[config.mk]
export PLATFORM = sky130hd
export DESIGN_NAME = mgmt_core
export DESIGN_NICKNAME = d
export VERILOG_FILES = /design/src/clk_pkg.sv /design/src/hk_pkg.sv /design/src/hk_regs.sv /design/src/hk_spi_rx.sv /design/src/hk_spi_tx.sv /design/src/mgmt_clocking.sv /design/src/mgmt_core.sv
export VERILOG_INCLUDE_DIRS = /design/src
export SDC_FILE = /design/constraint.sdc
export NUM_CORES = 1
export LEC_CHECK = 0
export BUFFER_PORTS_ARGS = -buffer_cell sky130_fd_sc_hd__buf_2
export CAP_MARGIN = 20
export CORE_ASPECT_RATIO = 0.75
export CORE_MARGIN = 2
export CORE_UTILIZATION = 50
export DETAILED_ROUTE_END_ITERATION = 12
export GPL_ROUTABILITY_DRIVEN = 0
export PLACE_DENSITY_LB_ADDON = 0.05
export SLEW_MARGIN = 40
export SYNTH_ARGS = -nofsm -noshare
export SYNTH_HDL_FRONTEND = slang
export SYNTH_SLANG_ARGS = --single-unit
[constraint.sdc]
create_clock -name clock -period 4.7 [get_ports clock]
set_input_delay 0.47 -clock clock [delete_from_list [all_inputs] [get_ports clock]]
set_output_delay 0.47 -clock clock [all_outputs]
set_load 0.02 [all_outputs]
[src/mgmt_core_defines.svh]
//############################
// Shared width and depth macros
// Address, data and divider widths, synchronizer depth
//############################

`default_nettype none

`ifndef MGMT_CORE_DEFINES_SVH
`define MGMT_CORE_DEFINES_SVH

// Housekeeping register address width
`define MGMT_ADDR_W 6

// Housekeeping register data width
`define MGMT_DATA_W 8

// Width of the user clock divider field
`define MGMT_DIV_W 5

// Flops per synchronizer chain
`define MGMT_SYNC_STAGES 2

`endif

`default_nettype wire

[src/clk_pkg.sv]
//############################
// Clocking block types
// Divider state, reset sequencer state
//############################

`default_nettype none

package clk_pkg;

	// User clock divider
	typedef enum logic {
		CLK_OFF = 1'b0,
		CLK_RUN = 1'b1
	} clk_state_e;

	// Core reset sequencer
	// HOLD keeps reset asserted, SYNC walks the release through the chain
	typedef enum logic [1:0] {
		RST_HOLD = 2'b00,
		RST_SYNC = 2'b01,
		RST_RUN  = 2'b10
	} rst_state_e;

endpackage

`default_nettype wire

[src/hk_pkg.sv]
//############################
// Housekeeping SPI types
// Opcodes, receiver states, register map
//############################

`include "mgmt_core_defines.svh"
`default_nettype none

package hk_pkg;

	// Opcode in the two top bits of the command byte
	typedef enum logic [1:0] {
		HK_OP_NOP   = 2'b00,
		HK_OP_READ  = 2'b01,
		HK_OP_WRITE = 2'b10
	} hk_op_e;

	// Frame state of the SPI receiver
	typedef enum logic [1:0] {
		HK_ST_IDLE = 2'b00,
		HK_ST_CMD  = 2'b01,
		HK_ST_DATA = 2'b10,
		HK_ST_DONE = 2'b11
	} hk_state_e;

	// Register map, low six bits of the command byte
	typedef enum logic [`MGMT_ADDR_W-1:0] {
		HK_REG_MASK_REV = 6'h03,
		HK_REG_CTRL     = 6'h08,
		HK_REG_DIV      = 6'h11,
		HK_REG_SCRATCH  = 6'h20
	} hk_reg_e;

endpackage

`default_nettype wire

[src/hk_regs.sv]
//############################
// Housekeeping register file
// CTRL, DIV, SCRATCH, read mux
//############################

`timescale 1ns/1ns
`include "mgmt_core_defines.svh"
`default_nettype none

module hk_regs (
	input  wire                     clock,
	input  wire                     arst_n_i,
	// Write port from the SPI receiver
	input  wire                     wr_stb_i,
	input  wire hk_pkg::hk_reg_e    wr_addr_i,
	input  wire [`MGMT_DATA_W-1:0]  wr_data_i,
	// Read port
	input  wire                     rd_stb_i,
	input  wire hk_pkg::hk_reg_e    rd_addr_i,
	// Metal programmed mask revision
	input  wire [31:0]              mask_rev_i,
	output logic [`MGMT_DATA_W-1:0] rd_data_o,
	// Levels to the clocking block
	output logic                    pll_ena_o,
	output logic                    soft_rst_o,
	output logic [`MGMT_DIV_W-1:0]  pll_div_o
);
	import hk_pkg::*;

	// CTRL bit 0 pll enable, bit 1 soft reset
	logic [1:0]              ctrl_q;
	logic [`MGMT_DIV_W-1:0]  div_q;
	logic [`MGMT_DATA_W-1:0] scratch_q;
	logic [`MGMT_DATA_W-1:0] rd_mux;

	always_ff @(posedge clock or negedge arst_n_i) begin
		if (!arst_n_i) begin
			ctrl_q    <= 2'b00;
			div_q     <= `MGMT_DIV_W'd4;
			scratch_q <= '0;
		end else if (wr_stb_i) begin
			case (wr_addr_i)
			HK_REG_CTRL:    ctrl_q    <= wr_data_i[1:0];
			HK_REG_DIV:     div_q     <= wr_data_i[`MGMT_DIV_W-1:0];
			HK_REG_SCRATCH: scratch_q <= wr_data_i;
			// MASK_REV is read-only, unknown addresses drop the write
			default: ;
			endcase
		end
	end

	// Unused bits read as zero
	always_comb begin
		case (rd_addr_i)
		HK_REG_CTRL:     rd_mux = {{(`MGMT_DATA_W-2){1'b0}}, ctrl_q};
		HK_REG_DIV:      rd_mux = {{(`MGMT_DATA_W-`MGMT_DIV_W){1'b0}}, div_q};
		HK_REG_MASK_REV: rd_mux = mask_rev_i[`MGMT_DATA_W-1:0];
		HK_REG_SCRATCH:  rd_mux = scratch_q;
		default:         rd_mux = '0;
		endcase
	end

	// Read data is valid the cycle after rd_stb
	always_ff @(posedge clock) begin
		if (rd_stb_i) begin
			rd_data_o <= rd_mux;
		end
	end

	assign pll_ena_o  = ctrl_q[0];
	assign soft_rst_o = ctrl_q[1];
	assign pll_div_o  = div_q;

endmodule

`default_nettype wire

[src/hk_spi_rx.sv]
//############################
// Housekeeping SPI receiver
// Pin synchronizers, SCK edge detect, frame FSM
//############################

`timescale 1ns/1ns
`include "mgmt_core_defines.svh"
`default_nettype none

module hk_spi_rx (
	input  wire                     clock,
	input  wire                     arst_n_i,
	// SPI pins, mode 0
	input  wire                     sck_i,
	input  wire                     csb_i,
	input  wire                     sdi_i,
	// Register write request
	output logic                    wr_stb_o,
	output hk_pkg::hk_reg_e         wr_addr_o,
	output logic [`MGMT_DATA_W-1:0] wr_data_o,
	// Register read request
	output logic                    rd_stb_o,
	output hk_pkg::hk_reg_e         rd_addr_o,
	// Synchronized SCK fall and CSB for the SDO shifter
	output logic                    sck_fall_o,
	output logic                    csb_o
);
	import hk_pkg::*;

	localparam int unsigned SYNC_N = `MGMT_SYNC_STAGES;

	// One chain for all three pins, bit 2 SCK, bit 1 CSB, bit 0 SDI
	logic [SYNC_N-1:0][2:0]  pin_sync;
	logic                    sck_s;
	logic                    csb_s;
	logic                    sdi_s;
	logic                    sck_q;
	logic                    sck_rise;
	hk_state_e               state_q;
	hk_op_e                  op_q;
	logic [3:0]              bit_cnt_q;
	logic [`MGMT_DATA_W-2:0] shift_q;
	hk_reg_e                 addr_q;
	logic                    cmd_done;
	logic                    frame_done;

	assign sck_s = pin_sync[SYNC_N-1][2];
	assign csb_s = pin_sync[SYNC_N-1][1];
	assign sdi_s = pin_sync[SYNC_N-1][0];

	// CSB idles high out of reset
	always_ff @(posedge clock or negedge arst_n_i) begin
		if (!arst_n_i) begin
			pin_sync <= {SYNC_N{3'b010}};
			sck_q    <= 1'b0;
		end else begin
			pin_sync <= {pin_sync[SYNC_N-2:0], {sck_i, csb_i, sdi_i}};
			sck_q    <= sck_s;
		end
	end

	// Edges of the synchronized SCK
	assign sck_rise   = sck_s & ~sck_q;
	assign sck_fall_o = ~sck_s & sck_q;
	assign csb_o      = csb_s;

	// 8th rise closes the command byte, 16th rise the data byte
	assign cmd_done   = !csb_s && (state_q == HK_ST_CMD) && sck_rise && (bit_cnt_q == 4'd7);
	assign frame_done = !csb_s && (state_q == HK_ST_DATA) && sck_rise && (bit_cnt_q == 4'd15);

	always_ff @(posedge clock or negedge arst_n_i) begin
		if (!arst_n_i) begin
			state_q   <= HK_ST_IDLE;
			op_q      <= HK_OP_NOP;
			bit_cnt_q <= '0;
			wr_stb_o  <= 1'b0;
			rd_stb_o  <= 1'b0;
		end else begin
			wr_stb_o <= 1'b0;
			rd_stb_o <= 1'b0;
			// CSB high drops any frame in progress, no strobe
			if (csb_s) begin
				state_q <= HK_ST_IDLE;
			end else begin
				case (state_q)
				HK_ST_IDLE: begin
					bit_cnt_q <= '0;
					state_q   <= HK_ST_CMD;
				end
				HK_ST_CMD: begin
					if (sck_rise) begin
						bit_cnt_q <= bit_cnt_q + 4'd1;
					end
					// Opcode sits in the two oldest bits of the shifter
					if (cmd_done) begin
						op_q     <= hk_op_e'(shift_q[`MGMT_DATA_W-2 -: 2]);
						rd_stb_o <= (shift_q[`MGMT_DATA_W-2 -: 2] == HK_OP_READ);
						state_q  <= HK_ST_DATA;
					end
				end
				HK_ST_DATA: begin
					if (sck_rise) begin
						bit_cnt_q <= bit_cnt_q + 4'd1;
					end
					if (frame_done) begin
						wr_stb_o <= (op_q == HK_OP_WRITE);
						state_q  <= HK_ST_DONE;
					end
				end
				HK_ST_DONE: begin
					// Extra SCK edges are ignored until CSB rises
					state_q <= HK_ST_DONE;
				end
				default: state_q <= HK_ST_IDLE;
				endcase
			end
		end
	end

	// Shift register and captured fields
	always_ff @(posedge clock) begin
		if (sck_rise) begin
			shift_q <= {shift_q[`MGMT_DATA_W-3:0], sdi_s};
		end
		if (cmd_done) begin
			addr_q <= hk_reg_e'({shift_q[`MGMT_ADDR_W-2:0], sdi_s});
		end
		if (frame_done) begin
			wr_data_o <= {shift_q, sdi_s};
		end
	end

	assign wr_addr_o = addr_q;
	assign rd_addr_o = addr_q;

	// A frame asks for a read or a write, never both at once
	a_stb_excl: assert property (@(posedge clock) disable iff (!arst_n_i)
		!(wr_stb_o && rd_stb_o));
	a_wr_pulse: assert property (@(posedge clock) disable iff (!arst_n_i)
		wr_stb_o |=> !wr_stb_o);
	a_rd_pulse: assert property (@(posedge clock) disable iff (!arst_n_i)
		rd_stb_o |=> !rd_stb_o);

endmodule

`default_nettype wire

[src/hk_spi_tx.sv]
//############################
// Housekeeping SDO shifter
// Read byte output and SDO enable
//############################

`timescale 1ns/1ns
`include "mgmt_core_defines.svh"
`default_nettype none

module hk_spi_tx (
	input  wire                    clock,
	input  wire                    arst_n_i,
	input  wire                    rd_stb_i,
	input  wire [`MGMT_DATA_W-1:0] rd_data_i,
	// Synchronized SPI timing from the receiver
	input  wire                    sck_fall_i,
	input  wire                    csb_i,
	output logic                   sdo_o,
	output logic                   sdo_outenb_o
);

	logic                    load_q;
	logic                    skip_q;
	logic                    oenb_q;
	logic [`MGMT_DATA_W-1:0] shift_q;

	always_ff @(posedge clock or negedge arst_n_i) begin
		if (!arst_n_i) begin
			load_q  <= 1'b0;
			skip_q  <= 1'b0;
			oenb_q  <= 1'b1;
			shift_q <= '0;
		end else begin
			// Register file answers one cycle after the strobe
			load_q <= rd_stb_i;
			// Drive SDO from the read request until the frame ends
			if (csb_i) begin
				oenb_q <= 1'b1;
			end else if (rd_stb_i) begin
				oenb_q <= 1'b0;
			end
			if (load_q) begin
				shift_q <= rd_data_i;
				skip_q  <= 1'b1;
			end else if (csb_i) begin
				shift_q <= '0;
			end else if (sck_fall_i && !oenb_q) begin
				// First fall after the command byte is where mode 0 shows the MSB
				if (skip_q) begin
					skip_q <= 1'b0;
				end else begin
					shift_q <= {shift_q[`MGMT_DATA_W-2:0], 1'b0};
				end
			end
		end
	end

	assign sdo_o        = shift_q[`MGMT_DATA_W-1];
	assign sdo_outenb_o = oenb_q;

endmodule

`default_nettype wire

[src/mgmt_clocking.sv]
//############################
// Clocking block
// User clock divider, core reset sequencer
//############################

`timescale 1ns/1ns
`include "mgmt_core_defines.svh"
`default_nettype none

module mgmt_clocking (
	input  wire                    clock,
	input  wire                    arst_n_i,
	input  wire                    pll_ena_i,
	input  wire                    soft_rst_i,
	input  wire [`MGMT_DIV_W-1:0]  pll_div_i,
	output logic                   user_clk_o,
	output logic                   core_rstn_o
);
	import clk_pkg::*;

	localparam int unsigned SYNC_N = `MGMT_SYNC_STAGES;

	clk_state_e             clk_st_q;
	logic [`MGMT_DIV_W-1:0] cnt_q;
	logic                   run_ok;
	rst_state_e             rst_st_q;
	logic [SYNC_N-1:0]      rst_sync_q;

	// Divide by zero means no clock
	assign run_ok = pll_ena_i && (pll_div_i != '0);

	// Half period of pll_div cycles
	always_ff @(posedge clock or negedge arst_n_i) begin
		if (!arst_n_i) begin
			clk_st_q   <= CLK_OFF;
			cnt_q      <= '0;
			user_clk_o <= 1'b0;
		end else if (!run_ok) begin
			clk_st_q   <= CLK_OFF;
			cnt_q      <= '0;
			user_clk_o <= 1'b0;
		end else if (clk_st_q == CLK_OFF) begin
			clk_st_q <= CLK_RUN;
		end else if (cnt_q >= pll_div_i - `MGMT_DIV_W'd1) begin
			// Also catches a divider lowered below the running count
			cnt_q      <= '0;
			user_clk_o <= ~user_clk_o;
		end else begin
			cnt_q <= cnt_q + `MGMT_DIV_W'd1;
		end
	end

	// Release ripples through the chain, assert is immediate
	always_ff @(posedge clock or negedge arst_n_i) begin
		if (!arst_n_i) begin
			rst_st_q   <= RST_HOLD;
			rst_sync_q <= '0;
		end else if (soft_rst_i) begin
			rst_st_q   <= RST_HOLD;
			rst_sync_q <= '0;
		end else if (rst_st_q != RST_RUN) begin
			rst_sync_q <= {rst_sync_q[SYNC_N-2:0], 1'b1};
			rst_st_q   <= rst_sync_q[SYNC_N-2] ? RST_RUN : RST_SYNC;
		end
	end

	assign core_rstn_o = rst_sync_q[SYNC_N-1];

	// User clock is held low while the divider is off
	a_off_low: assert property (@(posedge clock) disable iff (!arst_n_i)
		(clk_st_q == CLK_OFF) |-> !user_clk_o);

endmodule

`default_nettype wire

[src/mgmt_core.sv]
//############################
// Management core top
// SPI receiver, registers, SDO, clocking
//############################

`timescale 1ns/1ns
`include "mgmt_core_defines.svh"
`default_nettype none

module mgmt_core (
	input  wire        clock,
	input  wire        arst_n_i,
	// Housekeeping SPI
	input  wire        sck_i,
	input  wire        csb_i,
	input  wire        sdi_i,
	output logic       sdo_o,
	output logic       sdo_outenb_o,
	// Metal programmed mask revision
	input  wire [31:0] mask_rev_i,
	// Clocking
	output logic       user_clk_o,
	output logic       core_rstn_o
);
	import hk_pkg::*;

	wire                    wr_stb;
	hk_reg_e                wr_addr;
	wire [`MGMT_DATA_W-1:0] wr_data;
	wire                    rd_stb;
	hk_reg_e                rd_addr;
	wire [`MGMT_DATA_W-1:0] rd_data;
	wire                    sck_fall;
	wire                    csb_s;
	wire                    pll_ena;
	wire                    soft_rst;
	wire [`MGMT_DIV_W-1:0]  pll_div;

	// Frame deserializer
	hk_spi_rx i_hk_spi_rx (
		.clock      (clock),
		.arst_n_i   (arst_n_i),
		.sck_i      (sck_i),
		.csb_i      (csb_i),
		.sdi_i      (sdi_i),
		.wr_stb_o   (wr_stb),
		.wr_addr_o  (wr_addr),
		.wr_data_o  (wr_data),
		.rd_stb_o   (rd_stb),
		.rd_addr_o  (rd_addr),
		.sck_fall_o (sck_fall),
		.csb_o      (csb_s)
	);

	hk_regs i_hk_regs (
		.clock      (clock),
		.arst_n_i   (arst_n_i),
		.wr_stb_i   (wr_stb),
		.wr_addr_i  (wr_addr),
		.wr_data_i  (wr_data),
		.rd_stb_i   (rd_stb),
		.rd_addr_i  (rd_addr),
		.mask_rev_i (mask_rev_i),
		.rd_data_o  (rd_data),
		.pll_ena_o  (pll_ena),
		.soft_rst_o (soft_rst),
		.pll_div_o  (pll_div)
	);

	// SDO side runs off the synchronized SCK and CSB
	hk_spi_tx i_hk_spi_tx (
		.clock        (clock),
		.arst_n_i     (arst_n_i),
		.rd_stb_i     (rd_stb),
		.rd_data_i    (rd_data),
		.sck_fall_i   (sck_fall),
		.csb_i        (csb_s),
		.sdo_o        (sdo_o),
		.sdo_outenb_o (sdo_outenb_o)
	);

	mgmt_clocking i_mgmt_clocking (
		.clock       (clock),
		.arst_n_i    (arst_n_i),
		.pll_ena_i   (pll_ena),
		.soft_rst_i  (soft_rst),
		.pll_div_i   (pll_div),
		.user_clk_o  (user_clk_o),
		.core_rstn_o (core_rstn_o)
	);

endmodule

`default_nettype wire

==> flow_metrics.tcl, run 1 <==
set metrics [dict create \
    async_reset_ff_share_pct 64.6 \
    max_cap_viol_count 0 \
    portBuffers 16 \
    hold_path.class "primary input to flip-flop" \
    final_common_cell "dfrtp_1" \
    cts_setup_buffers 0 \
    vias 1970 \
    track_usage_pct 16.8 \
    cts_resized 0 \
    crit_path_end_kind "flip-flop" \
    seqPwrFrac_pct 57.4 \
    power.share.clock_pct 34.6 \
    firstDrtPassIters 5 \
    ant_nets 0 \
    grt_pass1_vias 1849 \
    critical_path_class "flip-flop to flip-flop" \
    rrSetupSlack_ps 2440 \
    worstMarginPinSlew_ps 687 \
    setup_viol 0 \
    row_count 26 \
    yosysWarnings 0 \
    post-route-drc-count 0 \
    synth_edf_count 29 \
    synth.distinct_cells 41 \
    ir_drop_mv 0.190 \
    core_area_um2 6700 \
    io_pins 41 \
    syn_avg_cell_area_um2 13.3 \
    critPathLaunchType "flip-flop" \
    p_comb_share_pct 8.0 \
    clock_sinks 82 \
    wirelength_mm 5.62 \
    die-area_um2 7510 \
    routed_via_density 5.34 \
    die-width_um 99.4 \
    drtIter0Drc 102 \
    min_period_ps 2260 \
    diodes 0 \
    critical_path_required_ps 4980 \
    wl_per_cell_um 15.2 \
    antenna_found_initial 0 \
    die_h_um 75.6 \
    relSlewSlack_pct 54.2 \
    cts_root_buf "clkbuf_8" \
    period_share_pct 48.0 \
    p_int_uw 1010 \
    syn_area_um2 3410 \
    cts_made_buffers 9 \
    netlist_instances 257 \
    synthesis.nets 307 \
    grt_pass1_wl_mm 9.51 \
    fin_skew_ps 10.7 \
    nets 330 \
    tns_ps 0 \
    grt.overflow.total 0 \
    yosysTopAreaCell "dfrtp_1" \
    drv_slew 0 \
    p_leak_uw 0.00168 \
    grt_setup_unrepaired "false" \
    synthToLayoutAreaGrowth_pct 10.7 \
    synth_top_area_share_pct 35.9 \
    status "finished clean" \
    p_sw_share_pct 26.4 \
    crit_arrival_ps 2540 \
    synth-seq-cells 82 \
    clock_path_buffers 2 \
    p_switching_uw 362 \
    clkLatencyLatePin_ps 350 \
    ys_seq_area_share_pct 64.5 \
    crit_path_max_fanout 8 \
    synthFlopType "dfrtp_1" \
    pwr_density_cell_nw_per_um2 363 \
    clkTransAtPathRegs_ps 90 \
    initial_core_util_pct 50.9 \
    hpwlAfterDp_mm 3.82 \
    cts_tree "done" \
    postCtsHoldBufs 0 \
    fmax_mhz 443 \
    synthTopCellsByArea "dfrtp_1 (36%), edfxtp_1 (26%), mux2_2 (6.3%)" \
    hold_viol 0 \
    drive_gt1_share_pct 21.8 \
    whs_ps 204 \
    grt_max_degree 54 \
    final_cell_mix "dfrtp_1 (49), edfxtp_1 (29), nand2_1 (19), mux2_2 (19), inv_1 (18)" \
    htree_levels 3 \
]
## final timing paths
path                                    startpoint                  endpoint  cells after the start
setup reg to reg            i_hk_regs.pll_div_o[0]  i_mgmt_clocking.cnt_q[0]                      9
max in group asynchronous                 arst_n_i    i_hk_regs.scratch_q[4]                      2
hold / removal                               csb_i   i_hk_spi_rx.pin_sync[1]                      1
setup / recovery            i_hk_regs.pll_div_o[0]  i_mgmt_clocking.cnt_q[0]                      9
min in group asynchronous                 arst_n_i  i_mgmt_clocking.cnt_q[1]                      2
hold reg to reg            i_hk_spi_rx.pin_sync[2]   i_hk_spi_rx.pin_sync[5]                      0
## cell usage after synthesis (all sizes together), types with 3 or more instances
cell	instances
ha	13
nor3	6
dfrtp	49
nor2	13
mux2	19
a21oi	6
nand3	7
a22o	4
inv	19
o21ai	11
a222oi	3
edfxtp	29
xnor2	3
dfstp	4
nand2	19
a211o	3
a21o	5
clkbuf	5
a22oi	10
## flip-flops by register name, indices dropped and copies added, names as in the netlist, 4 cells and up
name                   flops
i_hk_regs.rd_data_o        8
i_hk_spi_rx.bit_cnt_q      4
i_hk_spi_rx.rd_addr_o      6
i_hk_spi_rx.shift_q        7
i_hk_spi_rx.wr_data_o      8
i_mgmt_clocking.cnt_q      5
i_hk_spi_rx.pin_sync       5
i_hk_regs.pll_div_o        5
i_hk_spi_tx.shift_q        8
i_hk_regs.scratch_q        8
## critical path, stage by stage, from the launching register on
cell	delay (ps)
dfrtp_1	410
inv_1	100
ha_1	180
nor3b_1	330
xnor2_1	170
ha_1	260
a21oi_1	150
o21ai_2	140
or3_1	320
a21oi_1	130
## power groups by stage
stage	logic [uW]	clock network, uW	registers [uW]
after CTS	113	493	786
after floorplan	78.9	0	793
after global placement	109	0	799
after global routing	127	521	790
final	110	474	787
after detailed placement	112	0	800
## cell families (layout without fill, tap and decap cells)
logic type / Yosys count / count (layout) / share of synthesized area (%)
DFF: 82 / 82 / 64.5
and+or+nand+nor: 66 / 66 / 10.4
AOI/OAI and AO/OA: 46 / 46 / 9.68
buffers and inverters: 26 / 54 / 3.12
muxes: 19 / 19 / 6.27
adders and majority gates: 13 / 13 / 4.77
xor gates and xnor gates: 5 / 5 / 1.28
## stage by stage
stage	util, %	total power [uW]	setup slack (ps)	instances	area (um2)
final	56.4	1370	2440	369	3780
after global routing	56.4	1440	2250	369	3780
after detailed placement	53.6	912	2450	353	3590
after CTS	56.4	1390	2430	369	3780
after global placement	53.5	908	2380	353	3590
after floorplan	-	872	2650	257	3410
## per-layer routing
metal,vias up,global-route usage [%],part of all wire (%)
met5,-,0,0
met4,0,6.85,1.4
met3,9,4.68,3.1
met2,30,24.2,42
met1,948,24.3,53
li1,983,-,-
## area by class of cell
class	count	area (um2)
clock buffers	9	124
clock inverters	7	58.8
fillers	566	2920
inverters	19	71.3
multi-input cells	149	1110
flip-flops and latches	82	2200
well taps	84	105
repair buffers	19	103
(Power assumes the default switching activity.)
==> run 2, diff against run 1 <==
clock period = 1.9 ns   (was 4.7 ns; I/O delays follow)
==> run 2 against run 1 <==
Net effect: the flow now finishes with violations (setup timing); non-clock buffer count is 20 higher; utilization is 4.2 points higher; worst setup slack worse by 2600 ps; clock skew hardly changed; register-to-register slack worse by 2600 ps; fmax is 7.6% higher; sequential share of layout area is 4.0 points lower; critical path depth is 2 higher; combinational power grew to 2.7 times the previous value; first-iteration DRC count is 8.8% lower; wire length is 11% higher; critical path type unchanged; highest routed layer unchanged.
==> flow_metrics.tcl, run 2 (synthesis gave the netlist of run 1 again) <==
set metrics [dict create \
    ant_nets 0 \
    relSlewSlack_pct 61.7 \
    setup_viol 6 \
    drv_slew 0 \
    post-route-drc-count 0 \
    htree_levels 3 \
    multi_input_area_um2 1180 \
    critical_path_class "flip-flop to flip-flop" \
    core_area_um2 6700 \
    clkLatencyLatePin_ps 350 \
    worstMarginPinSlew_ps 574 \
    wirelength_mm 6.23 \
    crit_path_end_kind "flip-flop" \
    max_cap_viol_count 0 \
    rrSetupSlack_ps -200 \
    clock_sinks 82 \
    routed_via_density 5.26 \
    hold_path_depth 2 \
    antenna_found_initial 0 \
    hpwlAfterDp_mm 4.13 \
    pwr_density_cell_nw_per_um2 890 \
    cts_made_buffers 9 \
    cts_tree "done" \
    die-width_um 99.4 \
    min_to "i_hk_regs.rd_data_o[6]" \
    worst_slack_ps -197 \
    seqPwrFrac_pct 53.8 \
    die_h_um 75.6 \
    critPathLaunchType "flip-flop" \
    grt_pass1_wl_mm 10.1 \
    min_period_ps 2100 \
    track_usage_pct 17.7 \
    cts_root_buf "clkbuf_8" \
    ir_drop_mv 0.460 \
    clock_path_buffers 2 \
    dpl.cell_count 363 \
    dp_slack_ps -287 \
    tns_ps -1020 \
    slowest_stage "dfrtp_1" \
    fillers 525 \
    r2r-start "i_hk_regs.pll_div_o[0]" \
    nets 350 \
    p_sw_share_pct 22.7 \
    p_int_uw 2790 \
    grt_pass1_vias 2045 \
    row_count 26 \
    p_leak_uw 0.00183 \
    crit_arrival_ps 2330 \
    layoutNonFillerInstCount 389 \
    violations "setup timing" \
    whs_ps 161 \
    status "complete, but fails checks" \
    vias 2047 \
    portBuffers 16 \
    r2r_end "i_mgmt_clocking.cnt_q[2]" \
    r2r_cells 11 \
    io_pins 41 \
    grt_setup_unrepaired "true" \
    holdCritStartpoint "mask_rev_i[6]" \
    drive_gt1_share_pct 28.5 \
    hold_path.class "primary input to flip-flop" \
    grt.overflow.total 0 \
    firstDrtPassIters 5 \
    diodes 0 \
    grt_max_degree 31 \
    period_share_pct 110 \
    wl_per_cell_um 16.0 \
    p_comb_share_pct 8.1 \
    p_switching_uw 818 \
    crit_chain "inv_2, ha_4, nor3b_4, xnor2_1, ha_1, buf_4, nand2_4, o21ai_4, buf_4, nor4_2, a211o_1" \
    fin_skew_ps 10.4 \
    crit_path_frequent_cell "buf_4" \
    hold_viol 0 \
    critical_path_required_ps 2130 \
    power.share.clock_pct 38.1 \
    final_cell_mix "dfrtp_1 (49), edfxtp_1 (29), mux2_2 (19), nand2_1 (18), buf_4 (18)" \
    final-seq-area_um2 2200 \
    synthToLayoutAreaGrowth_pct 18.8 \
    crit_path_max_fanout 5 \
    final_common_cell "dfrtp_1" \
    clkTransAtPathRegs_ps 80 \
    initial_core_util_pct 50.9 \
    crit_path_max_incr_delay_ps 390 \
    fmax_mhz 477 \
    drtIter0Drc 93 \
    die-area_um2 7510 \
]
==> run 2: area by class of cell <==
class | instances | share of cell area, %
sequential | 82 | 54.3
multi-input combinational | 149 | 29.2
timing repair buffer | 39 | 6.79
clock buffer | 11 | 3.49
tap | 84 | 2.59
clock inverter | 5 | 1.91
inverter | 19 | 1.76
==> run 2: what timing repair did <==
action                     CTS  global route
setup buffers                6             0
hold endpoints to repair    25             0
hold buffers                 4             0
resized for setup           14             1
setup endpoints to repair    6             6
pin swaps                   10             6
==> run 2: per-stage QoR <==
| step | instance area, um2 | util, % | total power [uW] |
|---|---|---|---|
| after floorplan | 3420 | - | 2160 |
| after global placement | 3680 | 54.9 | 2260 |
| after detailed placement | 3680 | 54.9 | 2270 |
| after CTS | 4050 | 60.4 | 3660 |
| after global routing | 4060 | 60.5 | 3780 |
| final | 4060 | 60.5 | 3610 |
==> run 2: power by group through the flow <==
stage | sequential [uW] | clock (uW) | combinational (uW)
after floorplan | 1960 | 0 | 195
after global placement | 1980 | 0 | 286
after detailed placement | 1980 | 0 | 292
after CTS | 1940 | 1420 | 300
after global routing | 1950 | 1480 | 344
final | 1940 | 1380 | 294
==> run 2: worst max path at each step <==
stage / from / endpoint / slack, ps / cells after the start
floorplan: i_hk_regs.pll_div_o[0] / i_mgmt_clocking.cnt_q[0] / -60 / 9
global placement: i_hk_regs.pll_div_o[0] / i_mgmt_clocking.cnt_q[2] / -180 / 9
detailed placement: i_hk_regs.pll_div_o[0] / i_mgmt_clocking.cnt_q[0] / -290 / 9
CTS: i_hk_regs.pll_div_o[0] / i_mgmt_clocking.cnt_q[0] / -240 / 9
global route: i_hk_regs.pll_div_o[0] / i_mgmt_clocking.user_clk_o / -310 / 10
finish: i_hk_regs.pll_div_o[0] / i_mgmt_clocking.cnt_q[2] / -200 / 11
==> run 2: worst max-delay path, delay by kind of cell, from the launching register on <==
kind                     cells  cell delay (ps)
XOR/XNOR                     1               90
flip-flops                   1              390
AND/OR/NAND/NOR              3              280
AO/OA/AOI/OAI                2              410
adder cells (fa/ha/maj)      2              460
buffers and inverters        3              360
==> run 2: metal layers <==
layer  GRT usage (%)  wire length [um]
met5               0                 0
met4            5.78                31
met3            4.50               185
met2            27.7              2860
met1            24.8              3150
